### src/design/isa_pkg.sv
package isa_pkg;

    // ==============================================
    // Core front-end sizes
    // ==============================================
    localparam int FETCH_W   = 2;
    localparam int ARCH_REGS = 32;
    localparam int ARCH_W    = $clog2(ARCH_REGS);
    localparam int OPCODE_W  = 6;
    localparam int FUNC_W    = 6;
    localparam int XLEN      = 32;

    // Architectural register index, x0 is hardwired zero
    typedef logic [ARCH_W-1:0] arch_reg_t;

    // ==============================================
    // Decoded micro-op as delivered by the decoder
    // ==============================================
    typedef struct packed {
        logic                valid;
        logic [OPCODE_W-1:0] opcode;
        arch_reg_t           rs1;
        arch_reg_t           rs2;
        arch_reg_t           rd;
        logic                rs1_valid;
        logic                rs2_valid;
        logic                rd_valid;
        // Functional unit class
        logic                is_alu;
        logic                is_load;
        logic                is_store;
        logic                is_branch;
        logic                is_cas;
        logic [FUNC_W-1:0]   alu_func;
        logic [XLEN-1:0]     imm;
        logic [XLEN-1:0]     pc;
    } decoded_uop_t;

endpackage

### src/design/rename_pkg.sv
package rename_pkg;

    import isa_pkg::*;

    // ==============================================
    // Physical register file sizing
    // ==============================================
    localparam int PHYS_REGS  = 48;
    localparam int PHYS_W     = $clog2(PHYS_REGS);
    // Tags not held by the initial identity map
    localparam int FREE_REGS  = PHYS_REGS - ARCH_REGS;
    // Index bits plus one wrap bit
    localparam int FREE_PTR_W = $clog2(FREE_REGS) + 1;

    typedef logic [PHYS_W-1:0] phys_reg_t;

    // ==============================================
    // Renamed micro-op toward dispatch
    // ==============================================
    typedef struct packed {
        logic                valid;
        logic [OPCODE_W-1:0] opcode;
        arch_reg_t           rs1;
        arch_reg_t           rs2;
        arch_reg_t           rd;
        logic                rs1_valid;
        logic                rs2_valid;
        logic                rd_valid;
        logic                is_alu;
        logic                is_load;
        logic                is_store;
        logic                is_branch;
        logic                is_cas;
        logic [FUNC_W-1:0]   alu_func;
        logic [XLEN-1:0]     imm;
        logic [XLEN-1:0]     pc;
        // Physical tags
        phys_reg_t           prs1;
        phys_reg_t           prs2;
        phys_reg_t           prd;
        phys_reg_t           stale_prd;  // freed when this uop retires
    } renamed_uop_t;

    // Retire record, one per commit lane
    typedef struct packed {
        logic      valid;
        arch_reg_t arch_rd;
        phys_reg_t phys_rd;
        phys_reg_t stale_prd;
    } commit_t;

endpackage

### src/design/free_list.sv
`timescale 1ns/1ps

module free_list
    import isa_pkg::*, rename_pkg::*;
(
    input  logic                        clk,
    input  logic                        reset,
    input  logic                        flush,
    input  logic [FETCH_W-1:0]          alloc_en,
    output phys_reg_t [FETCH_W-1:0]     alloc_tag,
    output logic [FREE_PTR_W-1:0]       free_count,
    input  commit_t [FETCH_W-1:0]       commit
);

    // Circular buffer of free tags
    phys_reg_t fifo [FREE_REGS];

    // Pointers carry a wrap bit above the index
    logic [FREE_PTR_W-1:0] spec_head;
    logic [FREE_PTR_W-1:0] commit_head;
    logic [FREE_PTR_W-1:0] tail;

    logic [FREE_PTR_W-1:0] pop_cnt;
    logic [FREE_PTR_W-1:0] push_cnt;
    logic [FETCH_W-1:0]    push_en;
    logic [FREE_PTR_W-1:0] push_ptr [FETCH_W];

    // ==============================================
    // Pop and push bookkeeping
    // ==============================================
    always_comb begin
        pop_cnt  = '0;
        push_cnt = '0;
        for (int i = 0; i < FETCH_W; i++) begin
            pop_cnt = pop_cnt + FREE_PTR_W'(alloc_en[i]);
            // Only real destinations return a stale tag
            push_en[i]  = commit[i].valid && (commit[i].arch_rd != '0);
            push_ptr[i] = tail + push_cnt;
            push_cnt    = push_cnt + FREE_PTR_W'(push_en[i]);
        end
    end

    // Next tags in FIFO order, lane 0 first
    always_comb begin
        logic [FREE_PTR_W-1:0] rd_ptr;
        for (int i = 0; i < FETCH_W; i++) begin
            rd_ptr       = spec_head + FREE_PTR_W'(i);
            alloc_tag[i] = fifo[rd_ptr[FREE_PTR_W-2:0]];
        end
    end

    assign free_count = tail - spec_head;

    // ==============================================
    // Pointer and storage update
    // ==============================================
    always_ff @(posedge clk or posedge reset) begin
        if (reset) begin
            spec_head   <= '0;
            commit_head <= '0;
            // Full at reset, wrap bit set
            tail        <= FREE_PTR_W'(FREE_REGS);
            for (int i = 0; i < FREE_REGS; i++) begin
                fifo[i] <= PHYS_W'(ARCH_REGS + i);
            end
        end else begin
            for (int i = 0; i < FETCH_W; i++) begin
                if (push_en[i]) begin
                    fifo[push_ptr[i][FREE_PTR_W-2:0]] <= commit[i].stale_prd;
                end
            end
            tail        <= tail + push_cnt;
            commit_head <= commit_head + push_cnt;

            // Flush rewinds to the committed head, this cycle's commits included
            if (flush) begin
                spec_head <= commit_head + push_cnt;
            end else begin
                spec_head <= spec_head + pop_cnt;
            end
        end
    end

endmodule

### src/design/rename_stage.sv
`timescale 1ns/1ps

module rename_stage
    import isa_pkg::*, rename_pkg::*;
(
    input  logic                          clk,
    input  logic                          reset,
    input  logic                          flush,

    // Decoder side
    input  decoded_uop_t [FETCH_W-1:0]    dec_bundle,
    output logic                          rename_ready,

    // Dispatch side
    output renamed_uop_t [FETCH_W-1:0]    ren_bundle,

    // Map lookups
    output arch_reg_t [FETCH_W-1:0]       src_rs1,
    output arch_reg_t [FETCH_W-1:0]       src_rs2,
    output arch_reg_t [FETCH_W-1:0]       lookup_rd,
    input  phys_reg_t [FETCH_W-1:0]       map_rs1,
    input  phys_reg_t [FETCH_W-1:0]       map_rs2,
    input  phys_reg_t [FETCH_W-1:0]       map_rd,

    // Map updates
    output logic [FETCH_W-1:0]            write_en,
    output arch_reg_t [FETCH_W-1:0]       write_arch,
    output phys_reg_t [FETCH_W-1:0]       write_tag,

    // Free list
    output logic [FETCH_W-1:0]            alloc_en,
    input  phys_reg_t [FETCH_W-1:0]       alloc_tag,
    input  logic [FREE_PTR_W-1:0]         free_count
);

    logic [FETCH_W-1:0]         need;
    logic [FREE_PTR_W-1:0]      need_cnt;
    phys_reg_t [FETCH_W-1:0]    new_tag;
    renamed_uop_t [FETCH_W-1:0] ren_next;

    logic [FETCH_W-1:0]         out_valid;
    renamed_uop_t [FETCH_W-1:0] out_uop;

    // ==============================================
    // Destination demand and tag assignment
    // ==============================================
    always_comb begin
        int unsigned slot;
        slot     = 0;
        need_cnt = '0;
        for (int i = 0; i < FETCH_W; i++) begin
            need[i] = dec_bundle[i].valid && dec_bundle[i].rd_valid &&
                      (dec_bundle[i].rd != '0);
            // Lanes take free tags in order, skipping lanes without a destination
            new_tag[i] = alloc_tag[slot];
            slot       = slot + 32'(need[i]);
            need_cnt   = need_cnt + FREE_PTR_W'(need[i]);
        end
    end

    // Whole bundle or nothing
    assign rename_ready = (free_count >= need_cnt) && !flush;
    assign alloc_en     = need & {FETCH_W{rename_ready}};
    assign write_en     = alloc_en;
    assign write_tag    = new_tag;

    always_comb begin
        for (int i = 0; i < FETCH_W; i++) begin
            src_rs1[i]    = dec_bundle[i].rs1;
            src_rs2[i]    = dec_bundle[i].rs2;
            lookup_rd[i]  = dec_bundle[i].rd;
            write_arch[i] = dec_bundle[i].rd;
        end
    end

    // ==============================================
    // Per-lane rename with intra-bundle bypass
    // ==============================================
    always_comb begin
        phys_reg_t prs1;
        phys_reg_t prs2;
        phys_reg_t stale;
        for (int i = 0; i < FETCH_W; i++) begin
            // x0 and unused sources read tag 0
            prs1  = (dec_bundle[i].rs1_valid && dec_bundle[i].rs1 != '0) ? map_rs1[i] : '0;
            prs2  = (dec_bundle[i].rs2_valid && dec_bundle[i].rs2 != '0) ? map_rs2[i] : '0;
            stale = map_rd[i];

            // Older lanes in the bundle override the table, the youngest one last
            for (int j = 0; j < i; j++) begin
                if (need[j] && dec_bundle[i].rs1_valid && dec_bundle[j].rd == dec_bundle[i].rs1) begin
                    prs1 = new_tag[j];
                end
                if (need[j] && dec_bundle[i].rs2_valid && dec_bundle[j].rd == dec_bundle[i].rs2) begin
                    prs2 = new_tag[j];
                end
                if (need[j] && dec_bundle[j].rd == dec_bundle[i].rd) begin
                    stale = new_tag[j];
                end
            end

            ren_next[i].valid     = dec_bundle[i].valid;
            ren_next[i].opcode    = dec_bundle[i].opcode;
            ren_next[i].rs1       = dec_bundle[i].rs1;
            ren_next[i].rs2       = dec_bundle[i].rs2;
            ren_next[i].rd        = dec_bundle[i].rd;
            ren_next[i].rs1_valid = dec_bundle[i].rs1_valid;
            ren_next[i].rs2_valid = dec_bundle[i].rs2_valid;
            ren_next[i].rd_valid  = need[i];
            ren_next[i].is_alu    = dec_bundle[i].is_alu;
            ren_next[i].is_load   = dec_bundle[i].is_load;
            ren_next[i].is_store  = dec_bundle[i].is_store;
            ren_next[i].is_branch = dec_bundle[i].is_branch;
            ren_next[i].is_cas    = dec_bundle[i].is_cas;
            ren_next[i].alu_func  = dec_bundle[i].alu_func;
            ren_next[i].imm       = dec_bundle[i].imm;
            ren_next[i].pc        = dec_bundle[i].pc;
            ren_next[i].prs1      = prs1;
            ren_next[i].prs2      = prs2;
            ren_next[i].prd       = need[i] ? new_tag[i] : '0;
            ren_next[i].stale_prd = need[i] ? stale : '0;
        end
    end

    // ==============================================
    // Output register toward dispatch
    // ==============================================
    always_ff @(posedge clk or posedge reset) begin
        if (reset) begin
            out_valid <= '0;
        end else if (flush || !rename_ready) begin
            out_valid <= '0;
        end else begin
            for (int i = 0; i < FETCH_W; i++) begin
                out_valid[i] <= dec_bundle[i].valid;
            end
        end
    end

    // Payload only, valids live above
    always_ff @(posedge clk) begin
        if (rename_ready) begin
            out_uop <= ren_next;
        end
    end

    always_comb begin
        ren_bundle = out_uop;
        for (int i = 0; i < FETCH_W; i++) begin
            ren_bundle[i].valid = out_valid[i];
        end
    end

endmodule

### src/design/rename_table.sv
`timescale 1ns/1ps

module rename_table
    import isa_pkg::*, rename_pkg::*;
(
    input  logic                        clk,
    input  logic                        reset,
    input  logic                        flush,

    // Source and destination lookups
    input  arch_reg_t [FETCH_W-1:0]     src_rs1,
    input  arch_reg_t [FETCH_W-1:0]     src_rs2,
    output phys_reg_t [FETCH_W-1:0]     map_rs1,
    output phys_reg_t [FETCH_W-1:0]     map_rs2,
    output phys_reg_t [FETCH_W-1:0]     map_rd,
    input  arch_reg_t [FETCH_W-1:0]     lookup_rd,

    // Speculative updates from rename
    input  logic [FETCH_W-1:0]          write_en,
    input  arch_reg_t [FETCH_W-1:0]     write_arch,
    input  phys_reg_t [FETCH_W-1:0]     write_tag,

    // Retire
    input  commit_t [FETCH_W-1:0]       commit
);

    phys_reg_t spec_map    [ARCH_REGS];
    phys_reg_t commit_map  [ARCH_REGS];
    phys_reg_t commit_next [ARCH_REGS];

    // ==============================================
    // Committed map with this cycle's retirements
    // ==============================================
    always_comb begin
        commit_next = commit_map;
        // Lane order, so a younger retire wins
        for (int i = 0; i < FETCH_W; i++) begin
            if (commit[i].valid && (commit[i].arch_rd != '0)) begin
                commit_next[commit[i].arch_rd] = commit[i].phys_rd;
            end
        end
    end

    // ==============================================
    // Combinational lookups
    // ==============================================
    always_comb begin
        for (int i = 0; i < FETCH_W; i++) begin
            map_rs1[i] = spec_map[src_rs1[i]];
            map_rs2[i] = spec_map[src_rs2[i]];
            map_rd[i]  = spec_map[lookup_rd[i]];
        end
    end

    // ==============================================
    // Map state
    // ==============================================
    always_ff @(posedge clk or posedge reset) begin
        if (reset) begin
            // Identity mapping, arch i holds tag i
            for (int r = 0; r < ARCH_REGS; r++) begin
                spec_map[r]   <= PHYS_W'(r);
                commit_map[r] <= PHYS_W'(r);
            end
        end else begin
            commit_map <= commit_next;

            if (flush) begin
                // Recover speculative state from retired state
                spec_map <= commit_next;
            end else begin
                // Later lane overrides an earlier write to the same register
                for (int i = 0; i < FETCH_W; i++) begin
                    if (write_en[i]) begin
                        spec_map[write_arch[i]] <= write_tag[i];
                    end
                end
            end
        end
    end

endmodule

### src/design/rename_unit.sv
`timescale 1ns/1ps

module rename_unit
    import isa_pkg::*, rename_pkg::*;
(
    input  logic                          clk,
    input  logic                          reset,
    input  logic                          flush,
    input  decoded_uop_t [FETCH_W-1:0]    dec_bundle,
    output logic                          rename_ready,
    output renamed_uop_t [FETCH_W-1:0]    ren_bundle,
    input  commit_t [FETCH_W-1:0]         commit
);

    // Stage to table
    arch_reg_t [FETCH_W-1:0] src_rs1;
    arch_reg_t [FETCH_W-1:0] src_rs2;
    arch_reg_t [FETCH_W-1:0] lookup_rd;
    phys_reg_t [FETCH_W-1:0] map_rs1;
    phys_reg_t [FETCH_W-1:0] map_rs2;
    phys_reg_t [FETCH_W-1:0] map_rd;
    logic [FETCH_W-1:0]      write_en;
    arch_reg_t [FETCH_W-1:0] write_arch;
    phys_reg_t [FETCH_W-1:0] write_tag;

    // Stage to free list
    logic [FETCH_W-1:0]      alloc_en;
    phys_reg_t [FETCH_W-1:0] alloc_tag;
    logic [FREE_PTR_W-1:0]   free_count;

    // ==============================================
    // Submodules
    // ==============================================
    free_list u_free_list (
        .clk        (clk),
        .reset      (reset),
        .flush      (flush),
        .alloc_en   (alloc_en),
        .alloc_tag  (alloc_tag),
        .free_count (free_count),
        .commit     (commit)
    );

    rename_table u_rename_table (
        .clk        (clk),
        .reset      (reset),
        .flush      (flush),
        .src_rs1    (src_rs1),
        .src_rs2    (src_rs2),
        .map_rs1    (map_rs1),
        .map_rs2    (map_rs2),
        .map_rd     (map_rd),
        .lookup_rd  (lookup_rd),
        .write_en   (write_en),
        .write_arch (write_arch),
        .write_tag  (write_tag),
        .commit     (commit)
    );

    rename_stage u_rename_stage (
        .clk          (clk),
        .reset        (reset),
        .flush        (flush),
        .dec_bundle   (dec_bundle),
        .rename_ready (rename_ready),
        .ren_bundle   (ren_bundle),
        .src_rs1      (src_rs1),
        .src_rs2      (src_rs2),
        .lookup_rd    (lookup_rd),
        .map_rs1      (map_rs1),
        .map_rs2      (map_rs2),
        .map_rd       (map_rd),
        .write_en     (write_en),
        .write_arch   (write_arch),
        .write_tag    (write_tag),
        .alloc_en     (alloc_en),
        .alloc_tag    (alloc_tag),
        .free_count   (free_count)
    );

endmodule

### config.mk
export PLATFORM = sky130hd
export DESIGN_NAME = rename_unit
export DESIGN_NICKNAME = d
export VERILOG_FILES = /design/src/design/isa_pkg.sv /design/src/design/rename_pkg.sv /design/src/design/free_list.sv /design/src/design/rename_stage.sv /design/src/design/rename_table.sv /design/src/design/rename_unit.sv
export SDC_FILE = /design/constraint.sdc
export NUM_CORES = 2
export LEC_CHECK = 0
export BUFFER_PORTS_ARGS = -buffer_cell sky130_fd_sc_hd__buf_4
export CAP_MARGIN = 20
export CORE_ASPECT_RATIO = 0.7
export CORE_MARGIN = 2
export CORE_UTILIZATION = 55
export DETAILED_ROUTE_END_ITERATION = 16
export PLACE_DENSITY_LB_ADDON = 0.15
export SLEW_MARGIN = 5
export SYNTH_ARGS = -nofsm -noshare
export SYNTH_HDL_FRONTEND = slang
export SYNTH_HIERARCHICAL = 1
export SYNTH_SLANG_ARGS = --single-unit
### constraint.sdc
create_clock -name clk -period 23.8 [get_ports clk]
set_clock_uncertainty 0.2 [all_clocks]
set_input_delay 4.76 -clock clk [delete_from_list [all_inputs] [get_ports clk]]
set_output_delay 4.76 -clock clk [all_outputs]
set_load 0.01 [all_outputs]
**After elaboration in Yosys (flattened, before gate mapping)**

Index checks and enable logic that the tools add are counted.

- Output and inout port bits: 249
- Input bits: 239
- Logic and storage cells: 259
- Flip-flop bits (word level): 743

- Reduce and logical (&&, ||, !) cells: 33
- $lt $le $gt $ge: 20
- Bitwise logic cells: 13
- Muxes and demuxes: 59
- Equality and inequality tests: 3
- Add/sub/neg operators: 9

Operator list:

| operator | number |
|---|---|
| $mux 192 | 6 |
| $bwmux 192 | 4 |
| $bwmux 96 | 2 |
| $mux 96 | 2 |
| $bmux 6 s5 | 6 |
| $mux 6 | 29 |
| $demux 6 s5 | 4 |
| $bmux 6 s4 | 2 |
| $demux 6 s4 | 2 |
| $ge 6x6->1 const B | 8 |
| $not 5->6 | 8 |
| $reduce_bool 5->1 | 8 |
| $lt 6x1->1 const B | 4 |
| $logic_and 1x1->1 | 22 |
| $ge 5x5->1 const B | 4 |
| $not 4->5 | 4 |
| $eq 5x5->1 | 3 |
| $add 5x2->5 | 2 |
| $lt 5x1->1 const B | 2 |
| $add 1x1->2 | 3 |
| $add 5x5->5 | 1 |
| $ge 5x5->1 | 1 |
| $mux 5 | 1 |
| $sub 5x5->5 | 1 |
| 7 further kinds | 8 |

**Logic depth before layout (Yosys ltp)**

- Depth in word-level cells: 11
- Mapped depth: 19
- Gate-level depth less buffers: 17

**Modules after synthesis**

The synthesis kept the hierarchy.

By module, submodules not included:

| module | instances | area an instance (um2) | sequential area each (um2) | cells each |
|---|---|---|---|---|
| rename_table | 1 | 31,734.2 | 9,809.4 | 3,138 |
| rename_stage | 1 | 8,789.7 | 7,437.1 | 441 |
| free_list | 1 | 7,790.0 | 2,839.0 | 611 |

**Worst setup path before layout**

OpenSTA, ideal clock, no wires.

- Kind: input to output
- Start: in dec_bundle[79] in the netlist's numbering
- End: out rename_ready
- Cell stages on the path: 8
- Buffers on the path: 1
- Data required time: 18.840 ns
- Data arrival time: 18.522 ns
- Slack: 0.318 ns
- Path through: or4_4 > o211ai_4 > inv_4 > clkbuf_1 > ha_1 > ha_1 > o21ai_0 > a21oi_1

- Longest elaborated chain between the ends: 5

RTL lines:

| item | RTL line | text |
|---|---|---|
| from (decl) | rename_unit.sv:9 | `input decoded_uop_t [FETCH_W-1:0] dec_bundle,` |
| $reduce_bool 5->1 | rename_stage.sv:53 | `(dec_bundle[i].rd != '0);` |
| $logic_and 1x1->1 | rename_stage.sv:52 | `need[i] = dec_bundle[i].valid && dec_bundle[i].rd_valid &&` |
| named net u_rename_stage.need[0] | rename_stage.sv:36 | `logic [FETCH_W-1:0] need;` |
| $add 1x1->2 | rename_stage.sv:57 | `need_cnt = need_cnt + FREE_PTR_W'(need[i]);` |
| $ge 5x5->1 | rename_stage.sv:62 | `assign rename_ready = (free_count >= need_cnt) && !flush;` |
| $logic_and 1x1->1 | rename_stage.sv:62 |  |
| to (decl) | rename_unit.sv:10 | `output logic rename_ready,` |

The timed path passes the listed nets, and every way through them passes these cells.

**Final worst setup path**

- Start: in dec_bundle[79] in the netlist's numbering
- End: out rename_ready

- Longest elaborated chain between the ends: 5

RTL lines:

| item | RTL line |
|---|---|
| $reduce_bool 5->1 | rename_stage.sv:53 |
| $logic_and 1x1->1 | rename_stage.sv:52 |
| $add 1x1->2 | rename_stage.sv:57 |
| $ge 5x5->1 | rename_stage.sv:62 |
| $logic_and 1x1->1 | rename_stage.sv:62 |

No other way between the ends.

==> impl_metrics.ini <==
[critical_path]
cp.depth = 9
critPathLaunchType = input port
rrSetupSlack_ns = 17.57
cpLargestDelayFamily = compound AO/OA/AOI/OAI gates
r2r_end = u_rename_table/spec_map[13]$_DFF_PP0_
path_cells = buf_4, or4_4, o211ai_4, inv_4, ha_1, ha_1, o21ai_0, a21oi_4, buf_4
crit_arrival_ns = 7.72
endpoint = rename_ready
cp_num_buf_inv = 3
worstPathRequired_ns = 18.84
critPathMaxStageDelay_ns = 0.62
end_kind = output pin
cp_max_fo = 31
critPathSlowestCell = or4_4
reg2reg_from = u_free_list/tail[1]$_DFF_PP0_
crit_type = input port to output pin
ff2ff_path_depth = 13
critPathLaunch = dec_bundle[79]

[synthesis]
synth_nets = 4449
synth_cell_types = 80
yosysSeqAreaShare = 0.416
synth-async-reset-ratio = 0.669
synth-seq-cells = 743
yosys.area.top_type = mux4_2
synth_top_area_share = 0.156
synth_ff_type = dfrtp_1
synth_edf_count = 246
yosys_warnings = 6
synth_cells = 4190
avgSynthCellArea_sq_um = 11.5
netlist_area_sq_um = 48300
synthTopCellsByArea = mux4_2, edfxtp_1, dfrtp_1

[timing]
finalSetupViolCount = 0
hold_slack_ns = 0.181
fmax_mhz = 78.9
max_slew_margin = 0.151
fin_setup_tns_ns = 0
setup_ws_ns = 11.12
rsz0062_at_grt = no
fin_crit_ns = 12.68
slew_viol_final = 0
tightestPinTransition_ns = 1.27
finalCritPeriodShare = 0.533
hold_viol = 0

[place]
post_dp_cell_area_sq_um = 51400
io_buffers = 487
globalplace.congestion = 1.02
dp_slack_ns = 11.15
dp_hpwl_um = 126000

[layout]
final_common_cell = buf_4
mostFrequentLayoutCells = buf_4, nand3_1, nor3_1, mux4_2, o21ai_0
fin_area_sq_um = 54200
layout.nets = 4479
drive_above_1_share = 0.355
area_growth_pct = 12.2
nFillCells = 6737

[min_path]
hp-class = register to register

[cts]
cts_made_buffers = 77
cts_setup_buffers = 0
cts_hold_buf = 0
cts_tree = yes
max-clock-path-buffers = 3
cts.sinks = 743
clock_latency_ns = 0.69
htree_levels = 3
root_buffer = clkbuf_16
cts.repair.resized = 0
clk_pin_slew_worst_paths_ns = 0.06

[floorplanning]
core_area_sq_um = 86600
die-width_um = 358
rows = 90
initial_core_util = 0.558
num_io_pins = 488
die_area_sq_um = 90300
die_y_um = 252

[global_routing]
antenna_found_initial = 12
grtUsageMet3 = 0.211
use_met1 = 0.583
grt_max_degree = 199
grt_pass1_vias = 39000
grt_busiest_layer = met1
grt_pass1_wl_um = 275000
overflow = 0
gr-usage-all-layers = 0.418
use_met2 = 0.543

[pwr]
total_leakage_power_nw = 20.3
finalPower_w = 0.00623
ir_drop_mv = 0.191
power.density_nw_per_um2 = 115

[route]
wl_um = 192000
viasPerCell = 7.73
drt_iter0_markers = 7758
drc = 0
post_drt_wl_per_cell_um = 35.4
vias = 42000
dr.pass1.iters = 9
drtAntennaViolNets = 0

[job]
cap_violations = 0

[outcome]
outcome = finished clean
layout make-up:
type                            instances  area (sq um)  share of cell area
Multi-Input combinational cell       2798         25500               0.471
Clock inverter                         39           415             0.00767
Clock buffer                          104          2230              0.0412
Sequential cell                       743         20100               0.371
Antenna cell                            3          7.51            0.000139
Tap cell                             1150          1440              0.0266
Timing Repair Buffer                  563          4330              0.0798
Inverter                               37           151             0.00279
flip-flops by register name (all words and copies together) (netlist names):
register / flops
u_rename_table/spec_map: 192
u_rename_stage/out_valid: 2
u_free_list/spec_head: 5
u_rename_stage/ren_bundle: 246
u_free_list/tail: 5
u_free_list/commit_head: 5
u_free_list/fifo: 96
u_rename_table/commit_map: 192
layer usage:
layer  vias to the layer above  routed length [um]
met1                     20900               70000
met4                        16               10400
met3                       742               34400
met5                         -                 294
met2                      3788               77200
li1                      16600                   -
where the power goes:
part	leakage, nW	internal, W	switching [W]	total [W]
Clock	1.30	0.000738	0.000557	0.00130
Sequential	8.16	0.00181	0.000403	0.00221
Combinational	10.9	0.00102	0.00170	0.00273
Total	20.3	0.00357	0.00266	0.00623
logic make-up (layout without fill, tap and decap cells):
logic type,after synthesis,after routing,share of synthesized area
adders and majority gates,20,20,0.00580
xor gates and xnor gates,31,31,0.00562
AOI/OAI and AO/OA,1016,1016,0.141
other,0,3,0
buffers and inverters,649,743,0.0599
muxes,663,663,0.253
DFF,743,743,0.416
and+or+nand+nor,1068,1068,0.119
metrics by stage:
step                utilization  instances
CTS                       0.624       5426
floorplan                     -       4190
global placement          0.594       5282
global route              0.626       5435
detailed placement        0.594       5283
finish                    0.626       5437
worst min path at each step:
stage	from	end	slack [ns]	cells past startpoint
final	u_rename_table/commit_map[189]$_DFF_PP0_	u_rename_table/commit_map[189]$_DFF_PP0_	0.18	0
after global placement	u_rename_table/commit_map[189]$_DFF_PP0_	u_rename_table/commit_map[189]$_DFF_PP0_	0.17	0
after detailed placement	u_rename_table/commit_map[190]$_DFF_PP0_	u_rename_table/commit_map[190]$_DFF_PP0_	0.17	0
after floorplan	u_rename_table/commit_map[186]$_DFF_PP0_	u_rename_table/commit_map[186]$_DFF_PP0_	0.23	1
after global routing	u_rename_table/commit_map[186]$_DFF_PP0_	u_rename_table/commit_map[186]$_DFF_PP0_	0.19	0
after CTS	u_rename_table/commit_map[190]$_DFF_PP0_	u_rename_table/commit_map[190]$_DFF_PP0_	0.18	0
synth_stat cells (all sizes together) (7+ instances only):
cell / count
mux4: 402
clkbuf: 399
nand3: 391
nor3: 375
o21ai: 375
dfrtp: 288
edfxtp: 246
mux2: 236
buf: 213
dfstp: 209
a21o: 190
a311oi: 186
a31oi: 186
nand2: 75
or2: 67
inv: 37
and2: 32
xnor2: 28
mux2i: 25
nor2: 22
a21oi: 17
ha: 16
nand2b: 15
nand4b: 15
nand4: 14
o31ai: 14
nand4bb: 13
a211oi: 12
and3: 7
or4: 7
Power figures use the tool's default switching activity.
